==> src/design/lpcPkg.sv <==
package lpcPkg;

	//////////////////////////////
	// Sizes and layout
	//////////////////////////////

	// Predictor order, also the last coefficient index
	localparam int lpcOrder = 10;

	localparam int addrWidth = 12;
	localparam int dataWidth = 32;
	localparam int shortWidth = 16;
	localparam int memWords = 1 << addrWidth;

	// Peers sharing the bus
	localparam int numEngines = 2;
	localparam int engIdxWidth = (numEngines > 1) ? $clog2(numEngines) : 1;

	//////////////////////////////
	// Fixed-point constants
	//////////////////////////////

	// Added before the high half is taken
	localparam logic [dataWidth-1:0] roundConst = 32'h0000_8000;

	localparam logic [dataWidth-1:0] maxLong = 32'h7fff_ffff;
	localparam logic [dataWidth-1:0] minLong = 32'h8000_0000;
	localparam logic [shortWidth-1:0] maxShort = 16'h7fff;
	localparam logic [shortWidth-1:0] minShort = 16'h8000;

	//////////////////////////////
	// Bus payloads
	//////////////////////////////

	typedef struct packed {
		logic [addrWidth-1:0] readAddr;
		logic [addrWidth-1:0] writeAddr;
		logic [shortWidth-1:0] writeData;
		logic writeEn;
	} memReq_t;

	typedef struct packed {
		logic [shortWidth-1:0] multA;
		logic [shortWidth-1:0] multB;
		logic [dataWidth-1:0] addA;
		logic [dataWidth-1:0] addB;
		logic [shortWidth-1:0] shortA;
		logic [shortWidth-1:0] shortB;
	} mathReq_t;

	typedef struct packed {
		logic [dataWidth-1:0] multOut;
		logic [dataWidth-1:0] addOut;
		logic [shortWidth-1:0] shortOut;
	} mathRes_t;

	typedef struct packed {
		memReq_t mem;
		mathReq_t math;
	} busReq_t;

endpackage

==> src/design/weightAz.sv <==
module weightAz
	import lpcPkg::*;
(
	input logic clk,
	input logic reset,
	input logic start,
	input logic [addrWidth-1:0] aBase,
	input logic [addrWidth-1:0] apBase,
	input logic [addrWidth-1:0] gammaAddr,
	input logic grant,
	input logic [dataWidth-1:0] readData,
	input mathRes_t mathRes,
	output logic request,
	output busReq_t busOut,
	output logic done
);

	typedef enum logic [2:0] {
		sIdle,
		sWait,
		sCopy,
		sLoadFac,
		sLoopRead,
		sWriteAp,
		sUpdFac,
		sLast
	} state_t;

	state_t state;
	state_t nextState;

	logic [shortWidth-1:0] fac;
	logic [shortWidth-1:0] nextFac;
	logic [shortWidth-1:0] gamma;
	logic [shortWidth-1:0] nextGamma;
	logic [shortWidth-1:0] iter;
	logic [shortWidth-1:0] nextIter;

	logic [shortWidth-1:0] readShort;

	assign readShort = readData[shortWidth-1:0];

	// Coefficient i sits in the low nibble of the block base
	function automatic logic [addrWidth-1:0] coefAddr(
		input logic [addrWidth-1:0] base,
		input logic [shortWidth-1:0] idx
	);
		return {base[addrWidth-1:4], idx[3:0]};
	endfunction

	//////////////////////////////
	// Registers
	//////////////////////////////

	always_ff @(posedge clk)
	begin
		if (reset)
		begin
			state <= sIdle;
			iter <= '0;
		end
		else
		begin
			state <= nextState;
			iter <= nextIter;
		end
	end

	always_ff @(posedge clk)
	begin
		fac <= nextFac;
		gamma <= nextGamma;
	end

	assign request = (state != sIdle);

	//////////////////////////////
	// FSM
	//////////////////////////////

	always_comb
	begin
		nextState = state;
		nextFac = fac;
		nextGamma = gamma;
		nextIter = iter;
		busOut = '0;
		done = 1'b0;

		case (state)
			sIdle:
			begin
				if (start)
					nextState = sWait;
			end

			// a[0] is fetched in the first granted cycle
			sWait:
			begin
				busOut.mem.readAddr = coefAddr(aBase, '0);
				if (grant)
					nextState = sCopy;
			end

			// ap[0] = a[0]
			sCopy:
			begin
				busOut.mem.writeAddr = coefAddr(apBase, '0);
				busOut.mem.writeData = readShort;
				busOut.mem.writeEn = 1'b1;
				busOut.mem.readAddr = gammaAddr;
				nextState = sLoadFac;
			end

			sLoadFac:
			begin
				nextFac = readShort;
				nextGamma = readShort;
				nextIter = shortWidth'(1);
				nextState = sLoopRead;
			end

			sLoopRead:
			begin
				busOut.mem.readAddr = coefAddr(aBase, iter);
				if (iter == shortWidth'(lpcOrder))
					nextState = sLast;
				else
					nextState = sWriteAp;
			end

			// ap[i] = round(a[i] * fac)
			sWriteAp, sLast:
			begin
				busOut.math.multA = readShort;
				busOut.math.multB = fac;
				busOut.math.addA = mathRes.multOut;
				busOut.math.addB = roundConst;
				busOut.mem.writeAddr = coefAddr(apBase, iter);
				busOut.mem.writeData = mathRes.addOut[dataWidth-1:shortWidth];
				busOut.mem.writeEn = 1'b1;
				if (state == sLast)
				begin
					done = 1'b1;
					nextState = sIdle;
				end
				else
					nextState = sUpdFac;
			end

			// fac = round(fac * gamma), step count through the shared adder
			sUpdFac:
			begin
				busOut.math.multA = fac;
				busOut.math.multB = gamma;
				busOut.math.addA = mathRes.multOut;
				busOut.math.addB = roundConst;
				busOut.math.shortA = iter;
				busOut.math.shortB = shortWidth'(1);
				nextFac = mathRes.addOut[dataWidth-1:shortWidth];
				nextIter = mathRes.shortOut;
				nextState = sLoopRead;
			end

			default:
				nextState = sIdle;
		endcase
	end

endmodule

==> config.mk <==
export PLATFORM = sky130hd
export DESIGN_NAME = weightAz
export DESIGN_NICKNAME = d
export VERILOG_FILES = /design/src/design/lpcPkg.sv /design/src/design/weightAz.sv
export SDC_FILE = /design/constraint.sdc
export NUM_CORES = 1
export LEC_CHECK = 0
export BUFFER_PORTS_ARGS = -buffer_cell sky130_fd_sc_hd__clkbuf_2
export CAP_MARGIN = 40
export CORE_AREA = 2 2 127 129
export CTS_CLUSTER_DIAMETER = 50
export DETAILED_ROUTE_END_ITERATION = 6
export DIE_AREA = 0 0 129 131
export GPL_ROUTABILITY_DRIVEN = 0
export HOLD_SLACK_MARGIN = 0.02
export PLACE_DENSITY_LB_ADDON = 0.12
export REMOVE_ABC_BUFFERS = 1
export SLEW_MARGIN = 20
export SYNTH_ARGS = -nofsm -noshare
export SYNTH_HDL_FRONTEND = slang
export SYNTH_SLANG_ARGS = --single-unit
==> constraint.sdc <==
create_clock -name clk -period 3.23 [get_ports clk]
set_input_delay 0.646 -clock clk [delete_from_list [all_inputs] [get_ports clk]]
set_output_delay 0.646 -clock clk [all_outputs]
set_load 0.01 [all_outputs]
==> metrics.md <==
| Metric | Value |
|---|---|
| Run status | finished clean |
| Initial Util | 0.225 |
| Largest net degree at the start of global routing | 34 |
| P&R area growth vs syn | 37.1% |
| Vias per std cell | 4.13 |
| Power, Total | 1520 uW |
| Startpoint Class | flip-flop |
| Syn Area/Cell | ~8.8 um2 |
| Reg2reg setup slack | 1.06 ns |
| Setup tns final | 0 ns |
| Ys flop type | edfxtp_1 |
| Post-synth EDFFs | 32 |
| Post-synthesis simple-gate area fraction | 0.262 |
| CP required | 2.58 ns |
| Main combinational cell family by area after synthesis | simple AND/OR/NAND/NOR gates |
| H-tree Lvls | 2 |
| WHS | around 0.48 ns |
| P per Cell Area | 316 mW/mm2 |
| Fin. Hold Viols | 0 |
| Post-synth ARST share | 0 |
| Detailed placement HPWL | ~8.7 mm |
| Period minus WS final | between 2 and 3 ns |
| Vias in the first global route | 3014 |
| Post-synthesis mux area share | 0 |
| Arrival time at the worst endpoint | 2.19 ns |
| Num CTS Buffers | 5 |
| Ratio of cells with drive above 1 in the final layout | 0.423 |
| Core Region | between 0.015 and 0.02 mm2 |
| Ant diodes | 0 |
| Hold WC Path Type | flip-flop to flip-flop |
| Cell Rows | 46 |
| Total Wirelength | 11.5 mm |
| Top post-synthesis cells by area | edfxtp_1 27%, a22o_1 12%, dfxtp_1 11% |
| CTS tree | done |
| Post-route cell area | 0.00480 mm2 |
| First-pass GRT wire length | 15.9 mm |
| Setup Viol. Count Final | 0 |
| Post_cts resized | 0 |
| Leakage | 0.00245 uW |
| Peak VDD IR | 165 uV |
| Clk pin slew, worst setup/hold paths | 0.06 ns |
| Synthesized cell area | 0.00350 mm2 |
| CP max FO | 33 |
| Via count | roughly 3400 |
| Area leader, netlist | edfxtp_1 |
| Hold_buf cts | 0 |
| Post-Syn Instances | around 400 |
| Grt ovf | 0 |
| Final Util | 0.308 |
| Synth top area share | 0.274 |
| Setup crit end kind | output pin |
| Port bufs | around 240 |
| Setup CP Type | flip-flop to output pin |
| Post-synthesis adder-cell area fraction | 0 |
| I/O pins | 323 |
| Final Max Tran Viols | 0 |
| Yosys Warn Count | 0 |
| Worst clock skew | 0.00774 ns |
| Period Utilization, post-route | 0.879 |
| #FFs+latches synth | 51 |
| Max clock buf depth | 2 |
| Post-DP Area | 0.00465 mm2 |
| Maximum clock frequency | 352 MHz |
| Most common cell after layout, fill and taps aside | clkbuf_2 |
| Initial antenna violation count | 0 |
| DRC Markers | 0 |
| Post-synthesis sequential area ratio | 0.383 |
| Post-DRT Antenna Nets | 0 |
| Root Driver | clkbuf_16 |
| Slew Limit Headroom | 0.397 |
| Worst-Margin Slew | 0.900 ns |
| Post-synthesis xor/xnor area fraction | 0 |
| CTS sink count | slightly above 50 |
| RSZ-0062 raised after global routing | no |
| Die ar. | ~0.017 mm2 |
| Most frequent cells in the layout | 236 x clkbuf_2, 75 x nand2_1, 48 x a22o_1, 48 x and2_1, 46 x conb_1 |
| Pre-antenna DRT Iters | 4 |
| Initial DRC Count | 105 |
| Skew-Pair Late Insertion Delay | 0.29 ns |
| Die height | 131 um |
| Complex-gate fraction of the synthesized area | 0.192 |
| Nets | 770 |
| GRT Overall Usage | 0.118 |
| Die W | roughly 130 um |
| Post-CTS setup buffers | 0 |
| Distinct cells, synth | 38 |
| MaxCap Viol Count | 0 |
| Avg WL per Cell | 13.7 um |
## layer usage
metal | track usage | wire length (um) | up-vias
met5 | 0 | 0 | -
met2 | 0.186 | 5380 | 132
met4 | 0.0153 | 32 | 0
met1 | 0.166 | 5210 | 1574
met3 | 0.0350 | 851 | 6
li1 | - | - | 1736
## synthesized netlist by cell type (2+ instances only)
cell	instances
a21oi_1	17
a22o_1	48
a22oi_1	12
and2_1	48
and2b_1	2
and3_1	5
buf_2	15
buf_4	49
buf_6	7
clkbuf_1	6
dfxtp_1	19
edfxtp_1	32
inv_1	4
nand2_1	75
nand3_1	15
nor2_1	5
nor2b_1	9
nor4_1	3
o21ai_0	9
## cell families after synthesis
group / after synthesis
compound gates: 90
buf+inv: 83
simple gates: 174
other cells: 1
flops: 51
## critical path: stages (launching register included)
cell and delay, ns:
dfxtp_1 0.63, nor2_1 0.12, nor2b_2 0.73, and2_1 0.28
clkbuf_2 0.15
## flip-flops by register name (all words and copies together), names as in the netlist
register	cells
gamma	16
state	3
fac	16
iter	16
## final timing paths
kind | startpoint | endpoint | cells past startpoint
min | iter[4] | iter[4] | 2
max | state[1] | busOut[65] | 4
min reg2reg | iter[4] | iter[4] | 2
max reg2reg | state[1] | gamma[13] | 2
## power by group
group          switching [uW]  internal, uW
Combinational             152           112
Sequential               12.8           704
Clock                     231           308
Total                     396          1120
## layout make-up
cell class,instances,area [um2]
Clock inverter,1,5.00
Sequential cell,51,1340
Timing Repair Buffer,245,1260
Tap cell,216,270
Multi-Input combinational cell,310,1760
Clock buffer,7,143
Inverter,5,18.8
Fill cell,1707,10800
## through the flow
| stage | setup WS, ns | cells |
|---|---|---|
| after floorplan | 0.658 | 366 |
| after global placement | 0.710 | 827 |
| after detailed placement | 0.660 | 827 |
| after CTS | 0.335 | 835 |
| after global routing | 0.210 | 835 |
| final | 0.390 | 835 |
Power figures use the tool's default switching activity.
