`src/design/lpcPkg.sv`:
```
package lpcPkg;

	//////////////////////////////
	// Sizes and layout
	//////////////////////////////

	// Predictor order, also the last coefficient index
	localparam int lpcOrder = 10;

	localparam int addrWidth = 12;
	localparam int dataWidth = 32;
	localparam int shortWidth = 16;
	localparam int memWords = 1 << addrWidth;

	// Peers sharing the bus
	localparam int numEngines = 2;
	localparam int engIdxWidth = (numEngines > 1) ? $clog2(numEngines) : 1;

	//////////////////////////////
	// Fixed-point constants
	//////////////////////////////

	// Added before the high half is taken
	localparam logic [dataWidth-1:0] roundConst = 32'h0000_8000;

	localparam logic [dataWidth-1:0] maxLong = 32'h7fff_ffff;
	localparam logic [dataWidth-1:0] minLong = 32'h8000_0000;
	localparam logic [shortWidth-1:0] maxShort = 16'h7fff;
	localparam logic [shortWidth-1:0] minShort = 16'h8000;

	//////////////////////////////
	// Bus payloads
	//////////////////////////////

	typedef struct packed {
		logic [addrWidth-1:0] readAddr;
		logic [addrWidth-1:0] writeAddr;
		logic [shortWidth-1:0] writeData;
		logic writeEn;
	} memReq_t;

	typedef struct packed {
		logic [shortWidth-1:0] multA;
		logic [shortWidth-1:0] multB;
		logic [dataWidth-1:0] addA;
		logic [dataWidth-1:0] addB;
		logic [shortWidth-1:0] shortA;
		logic [shortWidth-1:0] shortB;
	} mathReq_t;

	typedef struct packed {
		logic [dataWidth-1:0] multOut;
		logic [dataWidth-1:0] addOut;
		logic [shortWidth-1:0] shortOut;
	} mathRes_t;

	typedef struct packed {
		memReq_t mem;
		mathReq_t math;
	} busReq_t;

endpackage

```
`src/design/basicOps.sv`:
```
module basicOps
	import lpcPkg::*;
(
	input mathReq_t req,
	output mathRes_t res
);

	//////////////////////////////
	// Operators
	//////////////////////////////

	// Twice the signed product, the only overflow is -1 times -1
	function automatic logic [dataWidth-1:0] lMult(
		input logic [shortWidth-1:0] a,
		input logic [shortWidth-1:0] b
	);
		logic signed [dataWidth-1:0] prod;
		prod = $signed(a) * $signed(b);
		if (a == minShort && b == minShort)
			return maxLong;
		return {prod[dataWidth-2:0], 1'b0};
	endfunction

	// 32-bit add, clipped on overflow
	function automatic logic [dataWidth-1:0] lAdd(
		input logic [dataWidth-1:0] a,
		input logic [dataWidth-1:0] b
	);
		logic [dataWidth-1:0] sum;
		sum = a + b;
		if (a[dataWidth-1] == b[dataWidth-1] && sum[dataWidth-1] != a[dataWidth-1])
			return a[dataWidth-1] ? minLong : maxLong;
		return sum;
	endfunction

	// 16-bit add, clipped on overflow
	function automatic logic [shortWidth-1:0] addShort(
		input logic [shortWidth-1:0] a,
		input logic [shortWidth-1:0] b
	);
		logic [shortWidth-1:0] sum;
		sum = a + b;
		if (a[shortWidth-1] == b[shortWidth-1] && sum[shortWidth-1] != a[shortWidth-1])
			return a[shortWidth-1] ? minShort : maxShort;
		return sum;
	endfunction

	//////////////////////////////
	// Shared results
	//////////////////////////////

	always_comb
	begin
		res.multOut = lMult(req.multA, req.multB);
		res.addOut = lAdd(req.addA, req.addB);
		res.shortOut = addShort(req.shortA, req.shortB);
	end

endmodule

```
`config.mk`:
```
export PLATFORM = sky130hd
export DESIGN_NAME = basicOps
export DESIGN_NICKNAME = d
export VERILOG_FILES = /design/src/design/lpcPkg.sv /design/src/design/basicOps.sv
export SDC_FILE = /design/constraint.sdc
export NUM_CORES = 1
export LEC_CHECK = 0
export BUFFER_PORTS_ARGS = -buffer_cell sky130_fd_sc_hd__buf_4
export CORE_UTILIZATION = 55
export DETAILED_ROUTE_END_ITERATION = 6
export PLACE_DENSITY = 0.78
export SYNTH_ARGS = -nofsm -noshare
export SYNTH_HDL_FRONTEND = slang
export SYNTH_SLANG_ARGS = --single-unit
```
`constraint.sdc`:
```
create_clock -name vclk -period 12.7
set_input_delay 2.54 -clock vclk [all_inputs]
set_output_delay 2.54 -clock vclk [all_outputs]
set_load 0.03 [all_outputs]
```
==> results of run 1 <==
[synthesized netlist by cell type (all sizes together), types with 6 or more instances]
| cell type | count | area [um^2] |
|---|---|---|
| nor2 | 31 | 116.4 |
| o31ai | 7 | 52.55 |
| inv | 314 | 1179 |
| nor4 | 10 | 62.56 |
| a21o | 23 | 172.7 |
| xnor2 | 38 | 332.8 |
| and2 | 124 | 775.7 |
| a31oi | 6 | 37.54 |
| a211oi | 7 | 57.55 |
| nand2 | 173 | 649.4 |
| and3 | 10 | 68.82 |
| ha | 126 | 1577 |
| o21a | 7 | 52.55 |
| clkbuf | 50 | 190.2 |
| nor3 | 13 | 65.06 |
| a21oi | 65 | 329.1 |
| o21ai | 79 | 402.9 |
| nand2b | 23 | 143.9 |
| nand3 | 15 | 75.07 |
| fa | 258 | 5165 |
| o21bai | 7 | 52.55 |
| xor2 | 34 | 297.8 |
[logic make-up after synthesis]
logic type / after synthesis
compound gates: 231
xor+xnor: 72
fa+ha+maj: 386
buf+inv: 368
simple gates: 418
[cell type report]
| class | instances | area share (%) |
|---|---|---|
| Tap cell | 280 | 2.500 |
| Multi-Input combinational cell | 1107 | 77.94 |
| Timing Repair Buffer | 208 | 11.14 |
| Inverter | 314 | 8.411 |
[worst paths after layout]
path                 start       to  slack (ns)
setup / recovery  req[100]  res[73]        1.57
hold / removal     req[63]  res[47]        5.46
[metal layers]
layer	vias up	track usage (%)	share of wire [%]
li1	4900	-	-
met1	5288	35.06	40
met2	319	52.02	52
met3	80	1.916	4.6
met4	0	9.604	3.6
met5	-	0	0
[worst max-delay path, stage by stage]
cell and delay, ns:
buf_4 0.17, and2_1 0.19, fa_1 0.53, inv_1 0.05, fa_1 0.47, fa_1 0.53
inv_1 0.06, fa_1 0.48, fa_1 0.51, inv_1 0.05, fa_1 0.47, inv_1 0.05
ha_1 0.34, a21oi_1 0.16, o21ai_0 0.09, a31oi_1 0.15, nand2_1 0.12, a41oi_1 0.52
o21ai_0 0.29, a31oi_1 0.32, xor2_1 0.18, nand2_1 0.09, buf_4 0.22
[stage by stage]
step	hold slack [ns]	instances	cell area, um^2	worst slack (ns)
finish	5.465	1909	14010	1.567
global route	5.497	1909	14010	1.168
global placement	5.468	1909	14010	1.701
CTS	5.464	1909	14010	1.582
detailed placement	5.454	1909	14010	1.603
floorplan	5.388	1475	12330	1.485
==> summary.txt, run 1 <==
Min path
  • HP Class: in -> out
  • Hold Crit Depth: 3

Logic synthesis
  • Library cells used by synthesis: 60
  • Synth Instances: 1475
  • Mapped cell area: 0.01233 mm^2
  • Post-synthesis adder-cell area fraction: 54.86%
  • Post-synthesis share of cell area spent on and, or, nand and nor gates: 16.96%
  • Yosys warnings: 0
  • Seq/Total Area, Yosys: 0%
  • Post-synthesis mux area share: 0%
  • XOR/XNOR Fraction of Synth Area: 5.116%
  • Compound-Gate Fraction of Synth Area: 11.67%
  • Syn_nets: 1987
  • Post-Syn Area per Cell: 8.356 um^2
  • Largest family of logic cells by synthesized area: adder cells

STA
  • Slew margin rel.: 55.86%
  • RSZ-0062 raised after global routing: no
  • Max Clock Freq: 89.83 MHz
  • Worst Tran Pin Value: 0.6621 ns
  • Final Hold Viols: 0
  • Final period util: 87.66%
  • Tmin final: 11.13 ns
  • Final setup viols: 0
  • Final setup TNS: 0 ns
  • Final max-slew violation count: 0

Floorplanning
  • Die Height: 151.7 um
  • Die Area: 0.02301 mm^2
  • Core Area: 0.02189 mm^2
  • I/O pins: 208
  • Core Rows: 54
  • Initial core utilization: 56.30%
  • Die W: 151.7 um

Setup path
  • Crit-path max FO: 17
  • Setup crit end kind: output port
  • Setup Crit Path Kind: in -> out
  • Worst Path Arrival: 8.59 ns
  • Critical Path Source Type: input port
  • Worst Path Required: 10.16 ns

Detailed routing
  • Final ANT Viol Nets: 0
  • Total Wirelength: 31.33 mm
  • DRC Markers: 0
  • Via Count: 10.59k
  • Iteration-0 DRC Markers: 540
  • Wire per inst: 16.41 um
  • Routed vias/inst: 5.546
  • 1st-pass router iterations: 5

Final layout
  • Register area: 0 um^2
  • Most frequent cells in the layout: inv_1 (314), fa_1 (258), buf_4 (208)
  • # clk buffers: 0
  • N_diodes: 0
  • Nets: 2143
  • Layout fillers: 1923
  • Commonest non-fill, non-tap cell in the layout: inv_1
  • Final core occ: 64.01%
  • Share of layout cells above drive strength 1: 13.51%
  • Area of the multi-input gates: 0.01092 mm^2
  • FF+latch count: 0
  • Area delta synth->final: 13.68%

Global routing
  • Via count of the first global-routing pass: 10.96k
  • Antenna violations before repair: 0
  • Grt ovf: 0
  • Wire length of the first global-routing pass: 51.72 mm
  • Largest net degree at the start of global routing: 32
  • All-Layer GR Usage: 28.34%

Clock tree
  • PostCTS Resize Cnt: 0
  • Hold_buf cts: 0
  • # Post-CTS Setup Buffers: 0

Run status
  • Status: complete, no violations

Place
  • GPL Wtd Cong: 0.8889
  • Post-DP HPWL: 26.75 mm
  • IO buf count: 208

Flow run
  • Max Cap Viol: 0
Power of run 1 is not shown: default switching activity piles up to over one toggle a cycle in this logic, so the estimate is an artifact.
==> run 2, diff against run 1 <==
==> constraint.sdc (replaced) <==
create_clock -name vclk -period 10.8
set_input_delay 2.16 -clock vclk [all_inputs]
set_output_delay 2.16 -clock vclk [all_outputs]
set_load 0.03 [all_outputs]
==> run 2 against run 1 <==
Non-clock buffer count increased by 1. Cell count about the same. Worst setup slack got worse by 1.1 ns. Clock-buffer cell count unchanged. Die area unchanged. Final area about the same. Hold slack got worse by 0.76 ns. Via count decreased by 0.28%. Flip-flop and latch count unchanged. First-iteration DRC count decreased by 24%. Sequential share of layout area unchanged.
==> summary.txt, run 2 (synthesis gave the netlist of run 1 again) <==
Detailed routing
  • DRC Markers: 0 (unchanged)
  • Final ANT Viol Nets: 0 (unchanged)
  • Iteration-0 DRC Markers: 410 (was 540)
  • Routed vias/inst: 5.527 (was 5.546)
  • Wire per inst: 16.46 um (was 16.41 um)
  • Total Wirelength: 31.44 mm (was 31.33 mm)
  • 1st-pass router iterations: 5 (unchanged)
  • Via Count: 10.56k (was 10.59k)

Place
  • Post-DP HPWL: 27.03 mm (was 26.75 mm)
  • IO buf count: 208 (unchanged)
  • GPL Wtd Cong: 0.8993 (was 0.8889)

Setup path
  • Worst Path Arrival: 8.20 ns (was 8.59 ns)
  • Worst-path cell chain: buf_4, and2_1, fa_1, inv_1, fa_1, fa_1, inv_1, fa_1, fa_1, inv_1, fa_1, inv_1, ha_1, a21oi_1, o21ai_0, a31oi_1, nand2_1, a41oi_1, o21ai_0, a31oi_1, xor2_1, nand2_1, buf_4 (unchanged)
  • Worst Path Required: 8.64 ns (was 10.16 ns)
  • Setup Crit Path Kind: in -> out (unchanged)
  • Worst Setup SP: req[100] (unchanged)
  • Crit-path most repeated cell: fa_1 (unchanged)
  • Crit-path max FO: 17 (unchanged)
  • Setup crit end kind: output port (unchanged)
  • Critical Path Source Type: input port (unchanged)
  • CP endpoint: res[71] (was res[73])
  • Slowest-stage cell, CP: a41oi_1 (was fa_1)
  • CP peak stage delay: 0.55 ns (was 0.53 ns)

Final layout
  • N_diodes: 0 (unchanged)
  • Share of layout cells above drive strength 1: 13.56% (was 13.51%)
  • FF+latch count: 0 (unchanged)
  • # clk buffers: 0 (unchanged)
  • Most frequent cells in the layout: inv_1 (314), fa_1 (258), buf_4 (209) (was inv_1 (314), fa_1 (258), buf_4 (208))
  • Area delta synth->final: 13.74% (was 13.68%)
  • Register area: 0 um^2 (unchanged)
  • Commonest non-fill, non-tap cell in the layout: inv_1 (unchanged)
  • Nets: 2144 (was 2143)
  • Layout fillers: 1913 (was 1923)

STA
  • Final setup viols: 0 (unchanged)
  • RSZ-0062 raised after global routing: no (unchanged)
  • Final setup TNS: 0 ns (unchanged)
  • Max Clock Freq: 96.56 MHz
  • Tmin final: 10.36 ns
  • Worst Tran Pin Value: 0.6266 ns (was 0.6621 ns)
  • Final Hold Viols: 0 (unchanged)
  • Final max-slew violation count: 0 (unchanged)
  • Final period util: 95.89%
  • Slew margin rel.: 58.23% (was 55.86%)

Global routing
  • Grt ovf: 0 (unchanged)
  • Via count of the first global-routing pass: 10.81k (was 10.96k)
  • All-Layer GR Usage: 28.11% (was 28.34%)
  • Largest net degree at the start of global routing: 32 (unchanged)
  • Antenna violations before repair: 0 (unchanged)
  • Wire length of the first global-routing pass: 51.34 mm (was 51.72 mm)

Floorplanning
  • Die W: 151.7 um (unchanged)
  • Initial core utilization: 56.30% (unchanged)
  • I/O pins: 208 (unchanged)
  • Die Area: 0.02301 mm^2 (unchanged)
  • Die Height: 151.7 um (unchanged)
  • Core Area: 0.02189 mm^2 (unchanged)
  • Core Rows: 54 (unchanged)

Flow run
  • Max Cap Viol: 0 (unchanged)

Min path
  • HP Class: in -> out (unchanged)
  • Min-delay src: req[15] (was req[63])

Clock tree
  • PostCTS Resize Cnt: 0 (unchanged)
  • # Post-CTS Setup Buffers: 0 (unchanged)
  • Hold_buf cts: 0 (unchanged)

Run status
  • Status: complete, no violations (unchanged)
## run 2: cell type report
type	count	area, um^2	share of cell area, %
tap	280	350.3	2.499
multi-input combinational	1107	10920	77.90
inverter	314	1179	8.407
timing repair buffer	209	1569	11.19
## run 2: metal layers
metal	track usage, %	share of wire (%)	routed length [um]
met4	10.50	3.6	1142
met2	50.93	53	16510
met1	35.42	39	12410
met3	1.198	4.4	1371
met5	0	0	0
## run 2: critical path: cells and delay by family
kind,cells,cell delay (ns)
adder cells (fa/ha/maj),7,3.31
buffers and inverters,6,0.57
AND/OR/NAND/NOR,3,0.40
XOR/XNOR,1,0.18
AO/OA/AOI/OAI,6,1.55
## run 2: worst min-delay path by stage
stage / cells past startpoint / slack, ns / endpoint
after detailed placement: 3 / 4.70 / res[15]
final: 3 / 4.71 / res[15]
after CTS: 3 / 4.71 / res[15]
after global placement: 3 / 4.71 / res[47]
after floorplan: 2 / 4.63 / res[16]
after global routing: 3 / 4.73 / res[15]
## run 2: through the flow
stage	std cells	hold WS, ns	utilization, %	worst slack (ns)	instance area, um^2
floorplan	1475	4.628	-	0.3448	12330
global placement	1910	4.709	64.04	0.6570	14020
detailed placement	1910	4.697	64.04	0.5822	14020
CTS	1910	4.708	64.04	0.5467	14020
global route	1910	4.725	64.04	0.1553	14020
finish	1910	4.706	64.04	0.4439	14020
Power of run 2 is left out for the same reason.
==> run 3, diff against run 2 <==
--- a/config.mk
+++ b/config.mk
@@ -6,6 +6,7 @@
 export NUM_CORES = 1
 export LEC_CHECK = 0
 export BUFFER_PORTS_ARGS = -buffer_cell sky130_fd_sc_hd__buf_4
+export CORE_ASPECT_RATIO = 1.75
 export CORE_UTILIZATION = 55
 export DETAILED_ROUTE_END_ITERATION = 6
 export PLACE_DENSITY = 0.78
==> run 3 against run 2 <==
Sequential share of layout area unchanged. Flip-flop and latch count unchanged. Global-route usage grew 3.8 points. Core utilization decreased by 0.28 points. Critical path depth up 2. Via count increased by 2.5%. Cell count rose by 1.0%. Largest cell class unchanged.
==> summary.txt, run 3 (synthesis gave the netlist of run 1 again) <==
Floorplanning
  • Die Area: 0.02304 mm^2 (was 0.02301 mm^2)
  • Die W: 115.2 um (was 151.7 um)
  • Die Height: 200.0 um (was 151.7 um)
  • Core Rows: 72 (was 54)
  • I/O pins: 208 (unchanged)
  • Initial core utilization: 55.84% (was 56.30%)
  • Core Area: 0.02207 mm^2 (was 0.02189 mm^2)

Final layout
  • Area delta synth->final: 14.17% (was 13.74%)
  • Commonest non-fill, non-tap cell in the layout: inv_1 (unchanged)
  • Non-filler cells, final: 1930 (was 1910)
  • # clk buffers: 0 (unchanged)
  • Most frequent cells in the layout: inv_1 (314), fa_1 (258), buf_4 (213) (was inv_1 (314), fa_1 (258), buf_4 (209))
  • Share of layout cells above drive strength 1: 13.83% (was 13.56%)
  • N_diodes: 0 (unchanged)
  • FF+latch count: 0 (unchanged)
  • Nets: 2148 (was 2144)
  • Register area: 0 um^2 (unchanged)
  • Final core occ: 63.76% (was 64.04%)

STA
  • Final setup viols: 0 (unchanged)
  • RSZ-0062 raised after global routing: no (unchanged)
  • Worst Tran Pin Value: 0.8334 ns (was 0.6266 ns)
  • Final Hold Viols: 0 (unchanged)
  • Tmin final: 10.50 ns (was 10.36 ns)
  • Final setup TNS: 0 ns (unchanged)
  • Max Clock Freq: 95.27 MHz (was 96.56 MHz)
  • Slew margin rel.: 44.44% (was 58.23%)
  • Final max-slew violation count: 0 (unchanged)
  • Final period util: 97.19% (was 95.89%)
  • Final worst slack: 0.3031 ns (was 0.4439 ns)

Place
  • Post-DP HPWL: 28.93 mm (was 27.03 mm)
  • Inst Count DP: 1930 (was 1910)
  • DP Worst Slack: 0.3546 ns (was 0.5822 ns)
  • GPL Wtd Cong: 0.9042 (was 0.8993)
  • IO buf count: 208 (unchanged)

Flow run
  • Max Cap Viol: 0 (unchanged)

Global routing
  • Antenna violations before repair: 0 (unchanged)
  • Largest net degree at the start of global routing: 32 (unchanged)
  • Grt ovf: 0 (unchanged)
  • All-Layer GR Usage: 31.92% (was 28.11%)
  • Via count of the first global-routing pass: 11.71k (was 10.81k)
  • Wire length of the first global-routing pass: 56.21 mm (was 51.34 mm)

Setup path
  • Worst Path Required: 8.64 ns (about the same)
  • Delay-heaviest family, CP: adder cells (unchanged)
  • Crit-path max FO: 17 (unchanged)
  • Worst Setup SP: req[118] (was req[100])
  • Worst Path Arrival: 8.34 ns (was 8.20 ns)
  • Crit-path most repeated cell: fa_1 (unchanged)
  • Slowest-stage cell, CP: fa_1 (was a41oi_1)
  • CP peak stage delay: 0.53 ns (was 0.55 ns)
  • Setup crit end kind: output port (unchanged)
  • WP buf/inv: 8 (was 6)
  • Critical Path Source Type: input port (unchanged)
  • Setup Crit Path Kind: in -> out (unchanged)

Detailed routing
  • Total Wirelength: 35.15 mm (was 31.44 mm)
  • Via Count: 10.82k (was 10.56k)
  • Wire per inst: 18.21 um (was 16.46 um)
  • 1st-pass router iterations: 5 (unchanged)
  • Routed vias/inst: 5.606 (was 5.527)
  • Final ANT Viol Nets: 0 (unchanged)
  • DRC Markers: 0 (unchanged)
  • Iteration-0 DRC Markers: 582 (was 410)

Min path
  • HP Class: in -> out (unchanged)
  • Worst Hold End: res[15] (unchanged)
  • Min-delay src: req[15] (unchanged)
  • Hold Crit Depth: 3 (unchanged)

Clock tree
  • # Post-CTS Setup Buffers: 0 (unchanged)

Run status
  • Status: complete, no violations (unchanged)
## run 3: worst max path at each step
stage,endpoint,depth (start not counted)
global placement,res[78],25
global route,res[78],25
CTS,res[78],25
floorplan,res[78],21
detailed placement,res[78],25
finish,res[78],25
## run 3: repair_timing
| action | CTS | global route |
|---|---|---|
| hold buffers | 0 | 0 |
| endpoints found under the setup margin | 0 | 2 |
| resized for setup | 0 | 1 |
## run 3: area by class of cell
type,instances,area (um^2)
timing repair buffer,213,1599
fill,1908,7999
inverter,314,1179
tap,296,370.4
multi-input combinational,1107,10920
## run 3: worst min-delay path, cell delays in order
cell and delay [ns]:
buf_4 0.09, maj3_1 0.14, buf_4 0.15
## run 3: layer usage
layer,vias up,wire length [um],track usage (%)
met5,-,0,0
met4,0,3119,24.39
met3,167,2585,8.575
met2,431,18600,56.85
met1,5324,10840,31.05
li1,4897,-,-
## run 3: metrics by stage
stage               hold WS (ns)  cell area (um^2)
finish                     4.695             14070
global placement           4.696             14070
detailed placement         4.696             14070
CTS                        4.696             14070
floorplan                  4.628             12330
global route               4.727             14070
Power of run 3 is left out for the same reason.
